$ cat config.mk
export PLATFORM = sky130hd
export DESIGN_NAME = stackCacheReplacement
export DESIGN_NICKNAME = d
export VERILOG_FILES = /design/src/stackCachePkg.sv /design/src/lineQueueIf.sv /design/src/handshakeFifo.sv /design/src/lineStateTable.sv /design/src/memoryArbiter.sv /design/src/replacementQueue.sv /design/src/stackCacheReplacement.sv
export SDC_FILE = /design/constraint.sdc
export NUM_CORES = 1
export LEC_CHECK = 0
export BUFFER_PORTS_ARGS = -buffer_cell sky130_fd_sc_hd__buf_4
export CAP_MARGIN = 20
export CELL_PAD_IN_SITES_DETAIL_PLACEMENT = 2
export CELL_PAD_IN_SITES_GLOBAL_PLACEMENT = 2
export CORE_ASPECT_RATIO = 1.25
export CORE_MARGIN = 4
export CORE_UTILIZATION = 48
export CTS_BUF_LIST = sky130_fd_sc_hd__clkbuf_16
export CTS_CLUSTER_DIAMETER = 150
export DETAILED_ROUTE_END_ITERATION = 10
export GPL_ROUTABILITY_DRIVEN = 0
export PLACE_DENSITY = 0.89
export RECOVER_POWER = 25
export SLEW_MARGIN = 20
export SYNTH_ARGS = -nofsm -noshare
export SYNTH_HDL_FRONTEND = slang
export SYNTH_SLANG_ARGS = --single-unit
export TNS_END_PERCENT = 10
$ cat constraint.sdc
create_clock -name clk -period 3.25 [get_ports clk]
set_clock_uncertainty 0.1 [all_clocks]
set_input_delay 0.1625 -clock clk [delete_from_list [all_inputs] [get_ports clk]]
set_output_delay 0.1625 -clock clk [all_outputs]
set_load 0.01 [all_outputs]
$ cat src/stackCachePkg.sv
package stackCachePkg;

    // Cache geometry
    localparam int LINE_COUNT = 4;
    localparam int DEFAULT_ADDRESS_WIDTH = 16;

    typedef logic [$clog2(LINE_COUNT)-1:0] lineIndexT;
    typedef logic [LINE_COUNT-1:0] lineMaskT;

    // Package default width, modules size their ports from ADDRESS_WIDTH
    typedef logic [DEFAULT_ADDRESS_WIDTH-1:0] addrT;

    // Control part of a store queue entry
    typedef struct packed {
        logic      flush;
        logic      needsWrite;
        lineIndexT index;
    } storeMetaT;

    typedef enum logic [1:0] {
        ArbIdle,
        ArbStore,
        ArbLoad,
        ArbRelease
    } arbStateT;

endpackage

$ cat src/lineQueueIf.sv
`timescale 1ns/1ps

interface lineQueueIf import stackCachePkg::*; #(
    parameter int ADDRESS_WIDTH = 16
);

    logic                     req;
    logic                     ack;
    lineIndexT                index;
    logic [ADDRESS_WIDTH-1:0] addr;
    logic                     flush;
    // Set on store entries whose line holds modified data
    logic                     needsWrite;

    modport producer (
        output req,
        output index,
        output addr,
        output flush,
        output needsWrite,
        input  ack
    );

    modport consumer (
        input  req,
        input  index,
        input  addr,
        input  flush,
        input  needsWrite,
        output ack
    );

endinterface

$ cat src/handshakeFifo.sv
`timescale 1ns/1ps

module handshakeFifo #(
    parameter int WIDTH       = 8,
    parameter int QUEUE_DEPTH = 4
) (
    input  logic             clk,
    input  logic             rstN,
    input  logic             inReq,
    output logic             inAck,
    input  logic [WIDTH-1:0] inData,
    output logic             outReq,
    input  logic             outAck,
    output logic [WIDTH-1:0] outData
);

    localparam int PTR_WIDTH   = (QUEUE_DEPTH > 1) ? $clog2(QUEUE_DEPTH) : 1;
    localparam int COUNT_WIDTH = $clog2(QUEUE_DEPTH + 1);

    logic [WIDTH-1:0]       mem [QUEUE_DEPTH];
    logic [PTR_WIDTH-1:0]   wrPtr;
    logic [PTR_WIDTH-1:0]   rdPtr;
    logic [COUNT_WIDTH-1:0] count;
    logic                   wrEn;
    logic                   rdEn;

    function automatic logic [PTR_WIDTH-1:0] nextPtr(input logic [PTR_WIDTH-1:0] ptr);
        return (ptr == PTR_WIDTH'(QUEUE_DEPTH - 1)) ? '0 : ptr + 1'b1;
    endfunction

    // Full queue holds its input ack low
    assign inAck   = (count != COUNT_WIDTH'(QUEUE_DEPTH));
    assign outReq  = (count != '0);
    assign outData = mem[rdPtr];
    assign wrEn    = inReq && inAck;
    assign rdEn    = outReq && outAck;

    always_ff @(posedge clk or negedge rstN) begin
        if (!rstN) begin
            wrPtr <= '0;
            rdPtr <= '0;
            count <= '0;
        end else begin
            if (wrEn) begin
                wrPtr <= nextPtr(wrPtr);
            end
            if (rdEn) begin
                rdPtr <= nextPtr(rdPtr);
            end
            // Push and pop on the same edge leave the count alone
            case ({wrEn, rdEn})
                2'b10:   count <= count + 1'b1;
                2'b01:   count <= count - 1'b1;
                default: count <= count;
            endcase
        end
    end

    always_ff @(posedge clk) begin
        if (wrEn) begin
            mem[wrPtr] <= inData;
        end
    end

    // No write lands on an entry that is still unread
    assert property (@(posedge clk) disable iff (!rstN)
        wrEn |-> (count == '0) || (wrPtr != rdPtr));

    // Head entry holds until the consumer takes it
    assert property (@(posedge clk) disable iff (!rstN)
        outReq && !outAck |=> outReq && $stable(outData));

endmodule

$ cat src/lineStateTable.sv
`timescale 1ns/1ps

module lineStateTable import stackCachePkg::*; #(
    parameter int ADDRESS_WIDTH = 16
) (
    input  logic                                      clk,
    input  logic                                      rstN,
    input  logic                                      markDirty,
    input  lineIndexT                                 markIndex,
    input  logic                                      storeDone,
    input  lineIndexT                                 storeIndex,
    input  logic                                      loadDone,
    input  lineIndexT                                 loadIndex,
    input  logic [ADDRESS_WIDTH-1:0]                  loadAddr,
    input  logic                                      flushLine,
    input  lineIndexT                                 flushIndex,
    output lineMaskT                                  lineValid,
    output lineMaskT                                  lineDirty,
    output logic [LINE_COUNT-1:0][ADDRESS_WIDTH-1:0]  lineTag
);

    always_ff @(posedge clk or negedge rstN) begin
        if (!rstN) begin
            lineValid <= '0;
            lineDirty <= '0;
        end else begin
            // Write-back leaves the line clean
            if (storeDone) begin
                lineDirty[storeIndex] <= 1'b0;
            end
            if (loadDone) begin
                lineValid[loadIndex] <= 1'b1;
                lineDirty[loadIndex] <= 1'b0;
            end
            if (flushLine) begin
                lineValid[flushIndex] <= 1'b0;
            end
            // Write hit from the controller wins over a same-cycle clear
            if (markDirty) begin
                lineDirty[markIndex] <= 1'b1;
            end
        end
    end

    // Tag follows the address of the last fill
    always_ff @(posedge clk) begin
        if (loadDone) begin
            lineTag[loadIndex] <= loadAddr;
        end
    end

    // Controller only reports hits on resident lines
    assert property (@(posedge clk) disable iff (!rstN)
        markDirty |-> lineValid[markIndex]);

endmodule

$ cat src/memoryArbiter.sv
`timescale 1ns/1ps

module memoryArbiter import stackCachePkg::*; #(
    parameter int ADDRESS_WIDTH = 16
) (
    input  logic                     clk,
    input  logic                     rstN,
    lineQueueIf.consumer             storeHead,
    lineQueueIf.consumer             loadHead,
    output logic                     memReq,
    input  logic                     memAck,
    output logic                     memWrite,
    output logic [ADDRESS_WIDTH-1:0] memAddr,
    output lineIndexT                memIndex,
    output logic                     storeDone,
    output logic                     loadDone,
    output lineIndexT                doneIndex,
    output logic [ADDRESS_WIDTH-1:0] doneAddr
);

    arbStateT arbState;
    logic     storeAck;
    logic     loadAck;

    assign storeHead.ack = storeAck;
    assign loadHead.ack  = loadAck;

    always_ff @(posedge clk or negedge rstN) begin
        if (!rstN) begin
            arbState  <= ArbIdle;
            memReq    <= 1'b0;
            memWrite  <= 1'b0;
            memAddr   <= '0;
            memIndex  <= '0;
            storeAck  <= 1'b0;
            loadAck   <= 1'b0;
            storeDone <= 1'b0;
            loadDone  <= 1'b0;
            doneIndex <= '0;
            doneAddr  <= '0;
        end else begin
            storeDone <= 1'b0;
            loadDone  <= 1'b0;
            case (arbState)
                ArbIdle: begin
                    // Stores first, a line's load is only queued after its store
                    if (storeHead.req) begin
                        memIndex <= storeHead.index;
                        memAddr  <= storeHead.addr;
                        memWrite <= 1'b1;
                        if (storeHead.needsWrite) begin
                            memReq   <= 1'b1;
                            arbState <= ArbStore;
                        end else begin
                            // Clean line, retire without memory traffic
                            storeAck <= 1'b1;
                            arbState <= ArbRelease;
                        end
                    end else if (loadHead.req) begin
                        memIndex <= loadHead.index;
                        memAddr  <= loadHead.addr;
                        memWrite <= 1'b0;
                        memReq   <= 1'b1;
                        arbState <= ArbLoad;
                    end
                end
                ArbStore, ArbLoad: begin
                    if (memAck) begin
                        memReq    <= 1'b0;
                        doneIndex <= memIndex;
                        doneAddr  <= memAddr;
                        if (arbState == ArbStore) begin
                            storeDone <= 1'b1;
                            storeAck  <= 1'b1;
                        end else begin
                            loadDone <= 1'b1;
                            loadAck  <= 1'b1;
                        end
                        arbState <= ArbRelease;
                    end
                end
                ArbRelease: begin
                    if (storeHead.req && storeAck) begin
                        storeAck <= 1'b0;
                    end
                    if (loadHead.req && loadAck) begin
                        loadAck <= 1'b0;
                    end
                    // Wait for the head transfer and the memory's ack to drop
                    if (!storeAck && !loadAck && !memAck) begin
                        arbState <= ArbIdle;
                    end
                end
                default: arbState <= ArbIdle;
            endcase
        end
    end

    // Memory sees a steady request for the whole exchange
    assert property (@(posedge clk) disable iff (!rstN)
        memReq && $past(memReq) |-> $stable(memWrite) && $stable(memAddr));

endmodule

$ cat src/replacementQueue.sv
`timescale 1ns/1ps

module replacementQueue import stackCachePkg::*; #(
    parameter int ADDRESS_WIDTH = 16,
    parameter int QUEUE_DEPTH   = 4
) (
    input  logic                                     clk,
    input  logic                                     rstN,
    input  logic                                     replaceReq,
    output logic                                     replaceAck,
    input  lineIndexT                                replaceIndex,
    input  logic [ADDRESS_WIDTH-1:0]                 replaceAddr,
    input  logic                                     replaceFlush,
    input  lineMaskT                                 lineValid,
    input  lineMaskT                                 lineDirty,
    input  logic [LINE_COUNT-1:0][ADDRESS_WIDTH-1:0] lineTag,
    lineQueueIf.producer                             storeHead,
    lineQueueIf.producer                             loadHead,
    input  logic                                     storeDone,
    output logic                                     flushLine,
    output lineIndexT                                flushIndex
);

    // Store entries carry the write-back address and the refill address
    typedef struct packed {
        storeMetaT                meta;
        logic [ADDRESS_WIDTH-1:0] tagAddr;
        logic [ADDRESS_WIDTH-1:0] refillAddr;
    } storeEntryT;

    typedef struct packed {
        lineIndexT                index;
        logic [ADDRESS_WIDTH-1:0] addr;
    } loadEntryT;

    logic       curValid;
    logic       curDirty;
    logic       pending;
    logic       toStore;
    logic       accepted;
    logic       storeInReq;
    logic       storeInAck;
    storeEntryT storeInData;
    logic       storeOutReq;
    logic       storeOutAck;
    storeEntryT storeOut;
    logic       directReq;
    logic       forwardReq;
    logic       loadInReq;
    logic       loadInAck;
    loadEntryT  loadInData;
    loadEntryT  loadOut;

    // Line state sampled while the request waits for acceptance
    assign curValid = lineValid[replaceIndex];
    assign curDirty = lineDirty[replaceIndex];
    assign pending  = replaceReq && !replaceAck;
    assign toStore  = curValid || replaceFlush;

    assign storeInReq              = pending && toStore;
    assign storeInData.meta.flush  = replaceFlush;
    assign storeInData.meta.needsWrite = curValid && curDirty;
    assign storeInData.meta.index  = replaceIndex;
    assign storeInData.tagAddr     = lineTag[replaceIndex];
    assign storeInData.refillAddr  = replaceAddr;

    // A refill waiting at the store head keeps its load queue slot free
    assign directReq  = pending && !toStore && !(storeOutReq && !storeOut.meta.flush);
    assign forwardReq = storeHead.req && storeHead.ack && !storeOut.meta.flush;
    assign loadInReq  = forwardReq || directReq;
    assign loadInData = forwardReq
        ? loadEntryT'{index: storeOut.meta.index, addr: storeOut.refillAddr}
        : loadEntryT'{index: replaceIndex, addr: replaceAddr};

    assign accepted = (storeInReq && storeInAck) || (directReq && loadInAck);

    handshakeFifo #(
        .WIDTH      ($bits(storeEntryT)),
        .QUEUE_DEPTH(QUEUE_DEPTH)
    ) storeQueue (
        .clk    (clk),
        .rstN   (rstN),
        .inReq  (storeInReq),
        .inAck  (storeInAck),
        .inData (storeInData),
        .outReq (storeOutReq),
        .outAck (storeOutAck),
        .outData(storeOut)
    );

    handshakeFifo #(
        .WIDTH      ($bits(loadEntryT)),
        .QUEUE_DEPTH(QUEUE_DEPTH)
    ) loadQueue (
        .clk    (clk),
        .rstN   (rstN),
        .inReq  (loadInReq),
        .inAck  (loadInAck),
        .inData (loadInData),
        .outReq (loadHead.req),
        .outAck (loadHead.ack),
        .outData(loadOut)
    );

    // Store head is offered only once its follow-up has somewhere to go
    assign storeHead.req        = storeOutReq && (storeOut.meta.flush || loadInAck);
    assign storeHead.index      = storeOut.meta.index;
    assign storeHead.addr       = storeOut.tagAddr;
    assign storeHead.flush      = storeOut.meta.flush;
    assign storeHead.needsWrite = storeOut.meta.needsWrite;
    assign storeOutAck          = storeHead.req && storeHead.ack;

    assign loadHead.index      = loadOut.index;
    assign loadHead.addr       = loadOut.addr;
    assign loadHead.flush      = 1'b0;
    assign loadHead.needsWrite = 1'b0;

    // Four-phase acceptance and invalidation pulse
    always_ff @(posedge clk or negedge rstN) begin
        if (!rstN) begin
            replaceAck <= 1'b0;
            flushLine  <= 1'b0;
            flushIndex <= '0;
        end else begin
            if (accepted) begin
                replaceAck <= 1'b1;
            end else if (!replaceReq) begin
                replaceAck <= 1'b0;
            end
            flushLine  <= storeOutAck && storeOut.meta.flush;
            flushIndex <= storeOut.meta.index;
        end
    end

    // Write-back completion always belongs to a dirty entry at the head
    assert property (@(posedge clk) disable iff (!rstN)
        storeDone |-> storeHead.req && storeOut.meta.needsWrite);

endmodule

$ cat src/stackCacheReplacement.sv
`timescale 1ns/1ps

module stackCacheReplacement import stackCachePkg::*; #(
    parameter int ADDRESS_WIDTH = 16,
    parameter int QUEUE_DEPTH   = 4
) (
    input  logic                     clk,
    input  logic                     rstN,
    input  logic                     replaceReq,
    output logic                     replaceAck,
    input  lineIndexT                replaceIndex,
    input  logic [ADDRESS_WIDTH-1:0] replaceAddr,
    input  logic                     replaceFlush,
    input  logic                     markDirty,
    input  lineIndexT                markIndex,
    output logic                     memReq,
    input  logic                     memAck,
    output logic                     memWrite,
    output logic [ADDRESS_WIDTH-1:0] memAddr,
    output lineIndexT                memIndex,
    output logic                     flushDone,
    output lineIndexT                flushIndex,
    output lineMaskT                 lineValid,
    output lineMaskT                 lineDirty
);

    logic [LINE_COUNT-1:0][ADDRESS_WIDTH-1:0] lineTag;
    logic                                     storeDone;
    logic                                     loadDone;
    lineIndexT                                doneIndex;
    logic [ADDRESS_WIDTH-1:0]                 doneAddr;

    lineQueueIf #(.ADDRESS_WIDTH(ADDRESS_WIDTH)) storeHead ();
    lineQueueIf #(.ADDRESS_WIDTH(ADDRESS_WIDTH)) loadHead ();

    replacementQueue #(
        .ADDRESS_WIDTH(ADDRESS_WIDTH),
        .QUEUE_DEPTH  (QUEUE_DEPTH)
    ) replacementQueue_inst (
        .clk         (clk),
        .rstN        (rstN),
        .replaceReq  (replaceReq),
        .replaceAck  (replaceAck),
        .replaceIndex(replaceIndex),
        .replaceAddr (replaceAddr),
        .replaceFlush(replaceFlush),
        .lineValid   (lineValid),
        .lineDirty   (lineDirty),
        .lineTag     (lineTag),
        .storeHead   (storeHead.producer),
        .loadHead    (loadHead.producer),
        .storeDone   (storeDone),
        .flushLine   (flushDone),
        .flushIndex  (flushIndex)
    );

    // Invalidation pulse doubles as the flush completion output
    lineStateTable #(
        .ADDRESS_WIDTH(ADDRESS_WIDTH)
    ) lineStateTable_inst (
        .clk       (clk),
        .rstN      (rstN),
        .markDirty (markDirty),
        .markIndex (markIndex),
        .storeDone (storeDone),
        .storeIndex(doneIndex),
        .loadDone  (loadDone),
        .loadIndex (doneIndex),
        .loadAddr  (doneAddr),
        .flushLine (flushDone),
        .flushIndex(flushIndex),
        .lineValid (lineValid),
        .lineDirty (lineDirty),
        .lineTag   (lineTag)
    );

    memoryArbiter #(
        .ADDRESS_WIDTH(ADDRESS_WIDTH)
    ) memoryArbiter_inst (
        .clk      (clk),
        .rstN     (rstN),
        .storeHead(storeHead.consumer),
        .loadHead (loadHead.consumer),
        .memReq   (memReq),
        .memAck   (memAck),
        .memWrite (memWrite),
        .memAddr  (memAddr),
        .memIndex (memIndex),
        .storeDone(storeDone),
        .loadDone (loadDone),
        .doneIndex(doneIndex),
        .doneAddr (doneAddr)
    );

endmodule

Word level (Yosys, flattened, before mapping)
Memory sizes are Yosys's and may differ from the RTL's.
Index checks and enable logic that the tools add are counted.
{"block": "classes", "div": 0, "bitwise_logic": 7, "n_shift": 0, "n_mux": 66, "add_sub_neg": 8, "order_cmp": 7, "eq_ne": 24, "multipliers": 0, "n_reduce_logical": 46}
{"op": "64-bit bitwise mux", "count": 1}
{"op": "16-bit two-way mux", "count": 4}
{"op": "16-bit binary-select mux with 2-bit select", "count": 1}
{"op": "16-bit demux with 2-bit select", "count": 1}
{"op": "1-bit two-way mux", "count": 31}
{"op": "2-bit two-way mux", "count": 11}
{"op": "1-bit logical AND", "count": 20}
{"op": "4-bit two-way mux", "count": 5}
{"op": "18-bit two-way mux", "count": 1}
{"op": "2-bit equality test (second input constant)", "count": 8}
{"op": "4-bit AND", "count": 3}
{"op": "2-bit by 3-bit < comparator with 1-bit output (second input constant)", "count": 4}
{"op": "3-bit case mux with 2 select lines", "count": 2}
{"op": "2-bit != test (second input constant)", "count": 5}
{"op": "2-bit nonzero test", "count": 5}
{"op": "3-bit != test (second input constant)", "count": 3}
{"op": "2-bit by 1-bit adder with 2-bit output (second input constant)", "count": 4}
{"op": "2-bit by 1-bit != test with 1-bit output (second input constant)", "count": 4}
{"op": "4-bit inverter", "count": 2}
{"op": "4-bit bitwise OR", "count": 2}
{"op": "4-bit AND reduction", "count": 2}
{"op": "1-bit zero test", "count": 7}
{"op": "3-bit by 1-bit adder with 3-bit output (second input constant)", "count": 2}
{"op": "1-bit demux with 2-bit select", "count": 3}
{"op": "15 further kinds", "count": 27}
{"block": "totals", "memories": 2, "output_inout_bits": 32, "register_bits": 134, "ram_bits": 216, "latchBits": 0, "word_cells": 186, "rom_bits": 0}
{"name": "replacementQueue_inst.storeQueue.mem", "words": 4, "word_bits": 36, "read_ports": 1, "rd_ports_with_merged_regs": 0, "wr": 1, "line_no": "handshakeFifo.sv:20", "rtl": "logic [WIDTH-1:0] mem [QUEUE_DEPTH];"}
{"name": "replacementQueue_inst.loadQueue.mem", "words": 4, "word_bits": 18, "read_ports": 1, "rd_ports_with_merged_regs": 0, "wr": 1, "line_no": "handshakeFifo.sv:20"}

Depth between registers and ports, before layout
Gate-level depths: netlist of the first run.
{"block": "logic_depth", "depth_word": 11, "depth_mapped": 12, "ltp_nobuf": 10}

Cells and area by module
Synthesis of the first run repeated with hierarchy kept, for this count alone.
{"block": "hier_totals", "cells_unflattened": 698, "area_unflattened_um2": 13920.9}
{"module": "handshakeFifo (replacementQueue_inst.storeQueue)", "area_each_um2": 5639.2, "cells_per_inst": 228, "n_inst": 1}
{"module": "handshakeFifo (replacementQueue_inst.loadQueue)", "area_each_um2": 3047.9, "cells_per_inst": 135, "n_inst": 1}
{"module": "lineStateTable", "area_each_um2": 2319.7, "cells_per_inst": 98, "n_inst": 1}
{"module": "memoryArbiter", "area_each_um2": 1978.1, "cells_per_inst": 163, "n_inst": 1}
{"module": "replacementQueue", "area_each_um2": 935.9, "cells_per_inst": 74, "n_inst": 1}

Worst setup path after synthesis of the first run
No wires, ideal clock.
{"block": "synth_timing", "path_type": "register -> register", "from": "reg lineStateTable_inst.lineValid[3]", "to": "mem replacementQueue_inst.storeQueue.mem[0][0] (netlist name), enable pin", "n_path_buf": 1, "arrival_time_ps": 2108, "stages_incl_launch_ff": 6, "setup_slack_ps": 645, "cell_sequence": "dfrtp_1 -> mux2i_1 -> a22oi_1 -> and4b_1 -> buf_2 -> and2_1"}
{"block": "synth_via", "elab_chain_cells": 7}
{"element": "from (decl)", "line_no": "lineStateTable.sv:17", "rtl": "output lineMaskT lineValid,"}
{"element": "from (signal assigned)", "line_no": "lineStateTable.sv:24", "rtl": "lineValid <= '0;"}
{"element": "from (signal, indexed assignment)", "line_no": "lineStateTable.sv:32", "rtl": "lineValid[loadIndex] <= 1'b1;"}
{"element": "from (signal, indexed assignment)", "line_no": "lineStateTable.sv:36", "rtl": "lineValid[flushIndex] <= 1'b0;"}
{"element": "1-bit binary-select mux with 2-bit select", "line_no": "replacementQueue.sv:55", "rtl": "assign curValid = lineValid[replaceIndex];"}
{"element": "1-bit two-way mux (not written as such)", "line_no": "replacementQueue.sv:55"}
{"element": "1-bit logical OR", "line_no": "replacementQueue.sv:58", "rtl": "assign toStore = curValid || replaceFlush;"}
{"element": "1-bit logical AND", "line_no": "replacementQueue.sv:60", "rtl": "assign storeInReq = pending && toStore;"}
{"element": "1-bit logical AND", "line_no": "handshakeFifo.sv:35", "rtl": "assign wrEn = inReq && inAck;"}
{"element": "1-bit two-way mux", "line_no": "handshakeFifo.sv:60", "rtl": "if (wrEn) begin"}
{"element": "1-bit two-way mux (not written as such)", "line_no": "handshakeFifo.sv:61", "rtl": "mem[wrPtr] <= inData;"}
{"element": "to (decl)", "line_no": "handshakeFifo.sv:20"}
Every way passes these cells. The select of a mux whose other input is x is not followed.

Worst setup path after layout of the first run
{"block": "layout_timing", "from": "in replaceFlush", "to": "reg replacementQueue_inst.storeQueue.count[2]"}
{"block": "layout_via", "elab_chain_cells": 5, "word_cells_on_any_way": 7, "classes_between": "eq/ne: 2; mux: 1; reduce/logical: 4"}
{"element": "from (decl)", "line_no": "stackCacheReplacement.sv:13", "rtl": "input logic replaceFlush,"}
{"element": "1-bit logical OR *", "line_no": "replacementQueue.sv:58"}
{"element": "1-bit logical AND *", "line_no": "replacementQueue.sv:60"}
{"element": "1-bit logical AND *", "line_no": "handshakeFifo.sv:35"}
{"element": "2-bit by 1-bit equality test with 1-bit output or 2-bit equality test (tied branches)", "line_no": "handshakeFifo.sv:51", "rtl": "case ({wrEn, rdEn})"}
{"element": "3-bit case mux with 2 select lines or 2-bit nonzero test (tied branches)"}
{"element": "to (signal assigned)", "line_no": "handshakeFifo.sv:52", "rtl": "2'b10: count <= count + 1'b1;"}
{"element": "to (signal assigned)", "line_no": "handshakeFifo.sv:53", "rtl": "2'b01: count <= count - 1'b1;"}
{"element": "to (signal assigned)", "line_no": "handshakeFifo.sv:54", "rtl": "default: count <= count;"}
{"element": "to (decl)", "line_no": "handshakeFifo.sv:23", "rtl": "logic [COUNT_WIDTH-1:0] count;"}
Every way passes the cells marked *; elsewhere a longest branch is shown, timed or not.
A chain may end at the register's enable or synchronous reset.

==> metrics, run 1 <==
status finished with violations; failing checks max-capacitance violations, max-slew violations; Rel. slew slack -32.6%; DIE AREA 31400 um^2; vias in the first global route 8356; design area 16000 um^2; dpl cells 1114; Hold WS 0.0260 ns; Async SR Flop Fraction 20.0%; CP bufs+invs 4; antenna violations before repair 0; Core Util, Final 57.2%; Worst Tran Pin Value 1.99 ns; Die Width roughly 160 um; final WL 39.3 mm; Critical Path End Type flop; vias per cell 6.20; Required @ worst endpoint 3.55 ns; Leak 5.64 nW; Num Clock Sinks 350; Routed Antenna Nets 0; Detail Placement HPWL 23.8 mm; Core Footprint 27900 um^2; min setup slack post-route 0.192 ns; Cell Area, Synth 13700 um^2; critical path data arrival time 3.36 ns; Post-CTS Repair Setup Buffers 0; area leader, netlist edfxtp_1; largest net degree at the start of global routing 71; dominant cells by area after synthesis edfxtp_1 (61%), dfrtp_1 (13%), mux4_2 (11%); fill count 2300; root buf cell clkbuf_16; worst setup path class in2reg; Initial Utilization 49.2%; CP Cell Sequence dlygate4sd3_1 > clkbuf_1 > nor2b_1 > a22oi_2 > and4b_1 > inv_1 > ha_1 > inv_1 > fa_1 > xor2_1 > nor2_1 > xor2_1; Die Y between 150 and 200 um; Top FF cell, synth edfxtp_1; Site Rows between 60 and 70; clock buffer depth 3; dpl ws 0.188 ns; # IOs 58; post-layout minimum cycle time 3.06 ns; CTS buffer count 35; DRC viols 0; max cap viols 1; Cell Count, Final, Fillers Out 1203; share of layout cells above drive strength 1 between 20% and 30%; Clock transition at path regs about 0.060 ns; H-tree Lvls 2; Overall Power 16.4 mW; initial drt markers 737; Max IR drop VDD slightly above 0.0006 V; PwrDens around 1000 nW/um^2; DR WL/cell 32.7 um; Hold WC Path Type in2reg; delay-heaviest family, CP buffers and inverters; worst skew pair latency approximately 0.52 ns; via count 7462; Final setup viols 0; Max Slew Vio Count 71; gate count of the mapped netlist between 700 and 800; max frequency 327 MHz; Unique masters post-synth 47; Inserted Diodes 0; Avg Inst Size Synth 19.3 um^2; DP Area around 15000 um^2; Setup TNS 0 ns; Fin. Hold Viols 0; global-route wire length before repair 58.5 mm; Post-synth EDFFs 280; sequential cell area just over 10000 um^2; # port buffers 57; Tcrit/Tclk final 94.1%; Total Nets Final a little under 900; DRT Pass-1 Iters 5; Synth top area share 61.3%; Synth warnings 0; count leader, synth edfxtp_1; crit path max fanout 8; TritonCTS clock tree done; slowest stage cell, crit path dlygate4sd3_1; Commonest cells post-synth edfxtp_1 (280), dfrtp_1 (70), mux4_2 (70), nand2_1 (48), nor2_1 (35); Synth Net Count 756; #FFs+latches synth 350; Seq/Total Area, Yosys 74.0%; Largest stage delay, worst path about 0.53 ns; critical path startpoint category primary input; area of the multi-input gates around 3400 um^2; Area Growth Syn to Fin 16.3%; Total GRT Usage 25.3%; unrepaired setup endpoints after global routing no; grt total ovfl 0
==> metal layers <==
metal / vias up / track usage (%) / wire length (um)
li1: 3021 / - / -
met1: 4088 / 31.0 / 14900
met2: 274 / 46.7 / 21400
met3: 79 / 3.69 / 1810
met4: 0 / 7.75 / 1200
met5: - / 0 / 0
==> timing repair <==
item	CTS	global route
resized for setup	0	1
endpoints found under the setup margin	0	1
endpoints found under the hold margin	208	0
hold buffers	25	0
==> cells by family (layout without fill, tap and decap cells) <==
family          after synthesis  after routing  share of synthesized area (%)
flops                       350            350                           74.0
mux                         117            117                           15.6
simple gates                115            115                           3.83
compound gates               52             52                           2.64
buf+inv                      52            194                           1.67
fa+ha+maj                    19             19                           1.84
xor+xnor                      6              6                          0.383
==> report_power, final <==
group / switching (mW) / total, mW / internal (mW) / leakage [nW]
logic: 3.06 / 5.23 / 2.16 / 1.74
registers: 0.832 / 7.08 / 6.25 / 3.33
clock network: 1.80 / 4.06 / 2.26 / 0.564
==> worst register-to-register path: stages (launching register included) <==
cell      delay [ns]
edfxtp_1        0.44
mux4_2          0.55
nor2_1          0.36
o31ai_4         0.18
inv_1           0.09
ha_1            0.20
inv_1           0.09
fa_1            0.43
xor2_1          0.17
nor2_1          0.14
xor2_1          0.18
==> final timing paths <==
check                                                                      start                                                     to  slack, ns  depth (start not counted)
max                                                                 replaceFlush  replacementQueue_inst.storeQueue.count[2]$_DFFE_PN0P_       0.19                         12
min reg2reg                          memoryArbiter_inst.doneAddr[12]$_DFFE_PN0P_              lineStateTable_inst.lineTag[28]$_DFFE_PP_       0.42                          0
max in group asynchronous                                                   rstN  replacementQueue_inst.storeQueue.rdPtr[0]$_DFFE_PN0P_       1.08                          2
min                                                              replaceIndex[1]  replacementQueue_inst.storeQueue.mem[0][33]$_DFFE_PP_       0.03                          1
min in group asynchronous                                                   rstN             lineStateTable_inst.lineDirty[1]$_DFF_PN0_       0.68                          2
max reg2reg                replacementQueue_inst.storeQueue.mem[0][35]$_DFFE_PP_   replacementQueue_inst.loadQueue.count[2]$_DFFE_PN0P_       0.23                         10
==> cell usage in the layout, fill, tap and decap left out, types with 3 or more instances in the layout <==
cell,netlist,final
a311oi_1,3,3
a31oi_1,20,20
and2_1,8,4
and2_2,0,4
buf_4,1,63
bufinv_16,0,3
clkbuf_1,13,17
clkbuf_16,0,36
clkinv_1,0,9
clkinv_2,0,5
clkinvlp_4,0,3
dfrtp_1,70,69
dlygate4sd3_1,0,25
edfxtp_1,280,280
ha_1,17,17
inv_1,24,30
mux2_2,33,33
mux2_4,10,10
mux2i_1,4,4
mux4_2,70,70
nand2_1,48,48
nand2b_1,3,3
nand3_1,4,4
nor2_1,35,35
nor2b_1,3,3
nor3_1,6,5
o21ai_0,9,9
xor2_1,4,4
==> area by class of cell <==
class | count | share of cell area [%]
Timing Repair Buffer | 106 | 4.96
Sequential cell | 350 | 63.7
Tap cell | 350 | 2.74
Inverter | 24 | 0.565
Clock inverter | 28 | 1.37
Multi-Input combinational cell | 309 | 21.0
Clock buffer | 36 | 5.65
==> state kept, by name, summed over array words and instances (netlist names), 3 cells and up <==
name and count:
replacementQueue_inst.storeQueue.count 3, lineStateTable_inst.lineValid 4, memoryArbiter_inst.doneAddr 16, lineStateTable_inst.lineDirty 4, lineStateTable_inst.lineTag 64, replacementQueue_inst.loadQueue.mem 72, replacementQueue_inst.loadQueue.count 3, replacementQueue_inst.storeQueue.mem 144
memoryArbiter_inst.memAddr 16
Note: power is estimated with default switching activity, not from simulation.
==> run 2: changes to the inputs <==
--- a/config.mk
+++ b/config.mk
@@ -5,13 +5,14 @@
 export SDC_FILE = /design/constraint.sdc
 export NUM_CORES = 1
 export LEC_CHECK = 0
+export ABC_AREA = 1
 export BUFFER_PORTS_ARGS = -buffer_cell sky130_fd_sc_hd__buf_4
 export CAP_MARGIN = 20
 export CELL_PAD_IN_SITES_DETAIL_PLACEMENT = 2
 export CELL_PAD_IN_SITES_GLOBAL_PLACEMENT = 2
 export CORE_ASPECT_RATIO = 1.25
 export CORE_MARGIN = 4
-export CORE_UTILIZATION = 48
+export CORE_UTILIZATION = 43
 export CTS_BUF_LIST = sky130_fd_sc_hd__clkbuf_16
 export CTS_CLUSTER_DIAMETER = 150
 export DETAILED_ROUTE_END_ITERATION = 10
==> run 2 against run 1 <==
Net effect: the flow still finishes with violations (max-capacitance violations, max-slew violations); count of clock-buffer cells in the layout is 1 higher; routed wire length grew 25%; non-clock buffer count up 8; first-iteration DRC count is 39% higher; die area grew 13%; area after synthesis up 2.2%.
==> metrics, run 2 <==
Synth Net Count 1192; clock buffer depth 3; Post-synth EDFFs 280; R2R cell count 15; Post-CTS Repair Setup Buffers 0; final WL 49.1 mm; gate count of the mapped netlist 1147; Async SR Flop Fraction approximately a fifth; crit path max fanout 17; Resized cells post-CTS 0; largest net degree at the start of global routing 71; commonest non-fill, non-tap cells in the layout edfxtp_1 (280), nand2_1 (206), nor2_1 (146); Area Growth Syn to Fin 16.4%; count leader, synth edfxtp_1; Die Width 169 um; Die Y about 210 um; simple-gate share of the synthesized area 11.1%; XOR/XNOR share of the synthesized area 0.250%; Hold Path Stages 4; DR WL/cell 29.2 um; H-tree Lvls 2; Hold WS 0.361 ns; worst hold endpoint replacementQueue_inst.replaceAck$_DFFE_PN0P_; Leak ~6.2 nW; CTS buffer count 36; grt total ovfl 0; Top FF cell, synth edfxtp_1; design area 16300 um^2; Avg Inst Size Synth around 12 um^2; dpl ws about 0.47 ns; proportion of synthesized area in mux cells under 10%; max frequency 351 MHz; Num Clock Sinks between 300 and 400; R2R Path Start replacementQueue_inst.storeQueue.rdPtr[1]$_DFFE_PN0P_; Unique masters post-synth 32; status finished with violations; Critical Path End Type flop; failing checks max-capacitance violations, max-slew violations; dominant cells by area after synthesis edfxtp_1 (60%), dfrtp_1 (12%), nand2_1 (5.5%); Worst Tran Pin Value 2.32 ns; via count between 10000 and 15000; TritonCTS clock tree done; Routed Antenna Nets 0; most common cell after layout, fill and taps aside edfxtp_1; Setup TNS 0 ns; Required @ worst endpoint 3.54 ns; vias per cell roughly 6.0; Fin. Hold Viols 0; max cap viols 2; Final setup viols 0; min setup slack post-route 0.403 ns; Synth top area share 60.0%; share of layout cells above drive strength 1 about an eighth; Detail Placement HPWL roughly 28 mm; post-layout minimum cycle time about 2.8 ns; antenna violations before repair 0; biggest regs replacementQueue_inst.storeQueue.mem: 144 flops, replacementQueue_inst.loadQueue.mem: 72 flops, lineStateTable_inst.lineTag: 64 flops; vias in the first global route 11500; Core Footprint ~32000 um^2; critical path startpoint category flop; Synth warnings 0; largest family of logic cells by synthesized area simple AND/OR/NAND/NOR gates; flop2flop setup slack between 0.4 and 0.5 ns; Max IR drop VDD about 0.00075 V; # port buffers 57; area leader, netlist edfxtp_1; Max Slew Vio Count 77; Hold Path Origin replaceReq; Total GRT Usage around 28%; worst skew pair latency 0.53 ns; Cell Area, Synth 14000 um^2; Tcrit/Tclk final between 80% and 90%; Rel. slew slack -54.9%; max reg flops 144; CTS Hold Bufs 26; Seq/Total Area, Yosys 72.5%; Inserted Diodes 0; initial drt markers 1021; # IOs 58; dpl cells ~1600; #FFs+latches synth 350; adder-cell share of the synthesized area under 10%; Hold WC Path Type in2reg; RR Endpoint replacementQueue_inst.loadQueue.count[2]$_DFFE_PN0P_; Site Rows between 70 and 80; worst setup path class reg2reg; Most flops, register replacementQueue_inst.storeQueue.mem; Commonest cells post-synth edfxtp_1 (280), nand2_1 (206), nor2_1 (150), o21ai_0 (142), dfrtp_1 (70); Initial Utilization 43.9%; DRT Pass-1 Iters 7; Clock transition at path regs ~0.060 ns; DP Area ~15000 um^2; critical path data arrival time 3.14 ns; DRC viols 0; DIE AREA 35600 um^2; compound-cell area share of the yosys netlist roughly 9.8%; global-route wire length before repair 74.6 mm; root buf cell clkbuf_16; Total Nets Final about 1300; unrepaired setup endpoints after global routing no; PwrDens approximately 1100 nW/um^2; Cell Count, Final, Fillers Out 1683
run 2: cell count changes after synthesis, moves of 8 or more:
cell,delta
nand2_1,+158
o21ai_0,+133
nor2_1,+115
mux4_2,-70
a21oi_1,+42
o22ai_1,+38
nand3_1,+27
inv_1,+26
a31oi_1,-18
o211ai_1,+18
mux2_2,-17
clkbuf_1,+15
mux2_4,-10
and2_1,-8
run 2: worst max-delay path by stage:
| stage | start | end | slack (ns) | cells after the start |
|---|---|---|---|---|
| detailed placement | replacementQueue_inst.storeQueue.rdPtr[1]$_DFFE_PN0P_ | replacementQueue_inst.loadQueue.count[2]$_DFFE_PN0P_ | 0.47 | 15 |
| floorplan | replacementQueue_inst.replaceAck$_DFFE_PN0P_ | replacementQueue_inst.storeQueue.mem[0][0]$_DFFE_PP_ | 0.32 | 5 |
| CTS | replacementQueue_inst.storeQueue.rdPtr[1]$_DFFE_PN0P_ | replacementQueue_inst.loadQueue.count[2]$_DFFE_PN0P_ | 0.40 | 15 |
| global placement | replacementQueue_inst.storeQueue.rdPtr[1]$_DFFE_PN0P_ | replacementQueue_inst.loadQueue.count[2]$_DFFE_PN0P_ | 0.59 | 13 |
| finish | replacementQueue_inst.storeQueue.rdPtr[1]$_DFFE_PN0P_ | replacementQueue_inst.loadQueue.count[2]$_DFFE_PN0P_ | 0.40 | 15 |
| global route | replacementQueue_inst.storeQueue.rdPtr[1]$_DFFE_PN0P_ | replacementQueue_inst.loadQueue.count[2]$_DFFE_PN0P_ | 0.14 | 15 |
run 2: through the flow:
step                      utilization [%]  power (mW)
after detailed placement             46.9        12.7
after CTS                            51.2        17.1
after global placement               46.9        12.0
after floorplan                         -        10.1
final                                51.0        17.2
after global routing                 51.0        18.1
run 2: logic make-up (layout without fill, tap and decap cells):
group,count (synthesis),after routing
multiplexers,16,16
AO/OA/AOI/OAI,252,252
flip-flops,350,350
AND/OR/NAND/NOR,395,395
XOR/XNOR,4,4
adder cells (fa/ha/maj),19,19
buffers and inverters,111,235
run 2: where the power goes:
group          internal, mW  total (mW)  switching, mW
registers              6.25        7.05          0.795
clock network          2.30        4.09           1.78
logic                  1.70        6.05           4.35
run 2: cell type report:
type	instances	area, um^2
Clock buffer	37	926
Inverter	57	216
Clock inverter	27	196
Timing Repair Buffer	114	871
Tap cell	412	515
Multi-Input combinational cell	686	3430
Fill cell	3105	15600
Sequential cell	350	10200
run 2: layer usage:
| layer | GRT usage [%] | wire length [um] | up-vias |
|---|---|---|---|
| li1 | - | - | 4230 |
| met1 | 33.6 | 18400 | 5261 |
| met2 | 50.4 | 26400 | 417 |
| met3 | 3.64 | 2480 | 123 |
| met4 | 10.4 | 1880 | 0 |
| met5 | 0 | 0 | - |
run 2: worst max-delay path, cell delays in order, from the launching register on:
cell and delay (ns):
dfrtp_1 0.40, buf_4 0.26, nand3_1 0.13, nand2_2 0.16, nand2_2 0.10, nand2_4 0.12
nor2_8 0.06, nand2_4 0.07, nand2_1 0.09, inv_2 0.12, ha_1 0.16, inv_1 0.08
fa_1 0.44, a21oi_1 0.15, o21ai_0 0.12, xor2_1 0.16
==> run 3: changes to the inputs <==
--- a/config.mk
+++ b/config.mk
@@ -11,7 +11,7 @@
 export CELL_PAD_IN_SITES_DETAIL_PLACEMENT = 2
 export CELL_PAD_IN_SITES_GLOBAL_PLACEMENT = 2
 export CORE_ASPECT_RATIO = 1.25
-export CORE_MARGIN = 4
+export CORE_MARGIN = 1
 export CORE_UTILIZATION = 43
 export CTS_BUF_LIST = sky130_fd_sc_hd__clkbuf_16
 export CTS_CLUSTER_DIAMETER = 150
@@ -19,7 +19,6 @@
 export GPL_ROUTABILITY_DRIVEN = 0
 export PLACE_DENSITY = 0.89
 export RECOVER_POWER = 25
-export SLEW_MARGIN = 20
 export SYNTH_ARGS = -nofsm -noshare
 export SYNTH_HDL_FRONTEND = slang
 export SYNTH_SLANG_ARGS = --single-unit
==> run 3 against run 2 <==
Net effect: the run still ends with max-capacitance violations, max-slew violations left; design area barely moved; count of clock-buffer cells in the layout rose by 3; clock power rose by 4%.
==> metrics, run 3 (same netlist as run 2, synthesis figures left out) <==
status finished with violations; failing checks max-capacitance violations, max-slew violations; critical path data arrival time 3.38 ns; fill count 3142; Rel. slew slack -36.5%; DIE AREA 33300 um^2; crit path max fanout 24; Setup TNS 0 ns; Hold WS 0.350 ns; Leak 6.20 nW; Num Clock Sinks 350; clock buffer depth 3; Inserted Diodes 0; Total Nets Final about 1300; Die Y 204 um; DP Area 15000 um^2; Critical Path End Type flop; Initial Utilization 43.9%; Required @ worst endpoint 3.55 ns; Most flops, register replacementQueue_inst.storeQueue.mem; # IOs between 50 and 60; dpl ws 0.464 ns; min setup slack post-route 0.174 ns; Die Width 163 um; Fin. Hold Viols 0; max cap viols 2; Max IR drop VDD between 0.0006 and 0.0007 V; Overall Power around 17 mW; # port buffers 57; via count 9934; unrepaired setup endpoints after global routing no; Clock transition at path regs ~0.06 ns; Core Footprint 32000 um^2; DRT Pass-1 Iters 5; worst setup path class in2reg; R2R cell count 12; worst skew pair latency 0.55 ns; max reg flops approximately 140; DR WL/cell 29.6 um; Area Growth Syn to Fin 16.4%; H-tree Lvls 2; Final setup viols 0; biggest regs replacementQueue_inst.storeQueue.mem: 144 flops, replacementQueue_inst.loadQueue.mem: 72 flops, lineStateTable_inst.lineTag: 64 flops; sequential cell area 10200 um^2; Post-CTS Repair Setup Buffers 0; Hold WC Path Type in2reg; design area 16300 um^2; Routed Antenna Nets 0; grt total ovfl 0; TritonCTS clock tree done; vias per cell 5.90; initial drt markers between 700 and 800; share of layout cells above drive strength 1 11.6%; post-layout minimum cycle time 3.08 ns; Hold Path Stages 4; most common cell after layout, fill and taps aside edfxtp_1; max frequency approximately 330 MHz; Site Rows 73; flop2flop setup slack 0.29 ns; CTS buffer count 37; Tcrit/Tclk final 94.7%; root buf cell clkbuf_16; global-route wire length before repair 74.7 mm; Total GRT Usage 31.1%; Detail Placement HPWL 27.4 mm; commonest non-fill, non-tap cells in the layout edfxtp_1 (280), nand2_1 (206), nor2_1 (146); Worst Tran Pin Value 2.05 ns; largest net degree at the start of global routing around 70; final WL 49.9 mm; Max Slew Vio Count approximately 110; critical path startpoint category primary input; antenna violations before repair 0; vias in the first global route 11400; PwrDens ~1100 nW/um^2; DRC viols 0; area of the multi-input gates 3430 um^2
-- run 3: cell types whose count changed in the layout (fill, tap and decap cells not counted), sizes merged --
cell / delta
inv: +1
bufinv: -1
buf: -2
clkbuf: +3
-- run 3: layout make-up --
type | count | area share (%)
inverters | 57 | 1.33
repair buffers | 112 | 5.10
clock inverters | 27 | 1.01
well taps | 412 | 3.16
clock buffers | 40 | 6.13
multi-input cells | 686 | 21.0
flip-flops and latches | 350 | 62.3
-- run 3: power breakdown --
| group | leakage (nW) | switching [mW] | internal, mW |
|---|---|---|---|
| registers | 3.38 | 0.808 | 6.26 |
| logic | 2.19 | 4.36 | 1.71 |
| clock network | 0.620 | 1.86 | 2.37 |
-- run 3: per-stage QoR --
| step | instances | util, % |
|---|---|---|
| 6_report | 1684 | 51.1 |
| 5_1_grt | 1684 | 51.1 |
| 4_1_cts | 1684 | 51.3 |
| 3_5_place_dp | 1591 | 46.8 |
| 3_3_place_gp | 1591 | 46.8 |
| 2_1_floorplan | 1147 | - |
-- run 3: per-layer routing --
layer	vias up	track usage, %	wire length, um	part of all wire (%)
met5	-	0	0	0
met4	0	14.5	2240	4.5
met3	137	4.44	2590	5.2
met2	364	56.8	27000	54
met1	5199	35.4	18100	36
li1	4234	-	-	-
-- run 3: worst paths after layout --
| check | startpoint | to |
|---|---|---|
| setup reg to reg | lineStateTable_inst.lineValid[0]$_DFF_PN0_ | replacementQueue_inst.loadQueue.count[1]$_DFFE_PN0P_ |
| min in group asynchronous | rstN | memoryArbiter_inst.memReq$_DFFE_PN0P_ |
| max in group asynchronous | rstN | replacementQueue_inst.storeQueue.rdPtr[0]$_DFFE_PN0P_ |
| hold / removal | replaceReq | replacementQueue_inst.replaceAck$_DFFE_PN0P_ |
| hold reg to reg | replacementQueue_inst.storeQueue.count[0]$_DFFE_PN0P_ | replacementQueue_inst.storeQueue.count[0]$_DFFE_PN0P_ |
| setup / recovery | replaceIndex[1] | replacementQueue_inst.loadQueue.count[1]$_DFFE_PN0P_ |
-- run 3: critical path, cell delays in order --
cell	delay (ns)
dlygate4sd3_1	0.54
buf_4	0.35
inv_1	0.16
o211ai_1	0.20
nand2_1	0.23
nor2_1	0.15
nand3_1	0.17
nand2_1	0.18
inv_2	0.09
ha_1	0.21
inv_1	0.14
fa_1	0.47
o21ai_1	0.32
-- run 3: what timing repair did --
action / CTS / global route
setup endpoints to repair: 0 / 1
hold buffers: 26 / 0
endpoints found under the hold margin: 201 / 0
gates resized for setup: 0 / 1
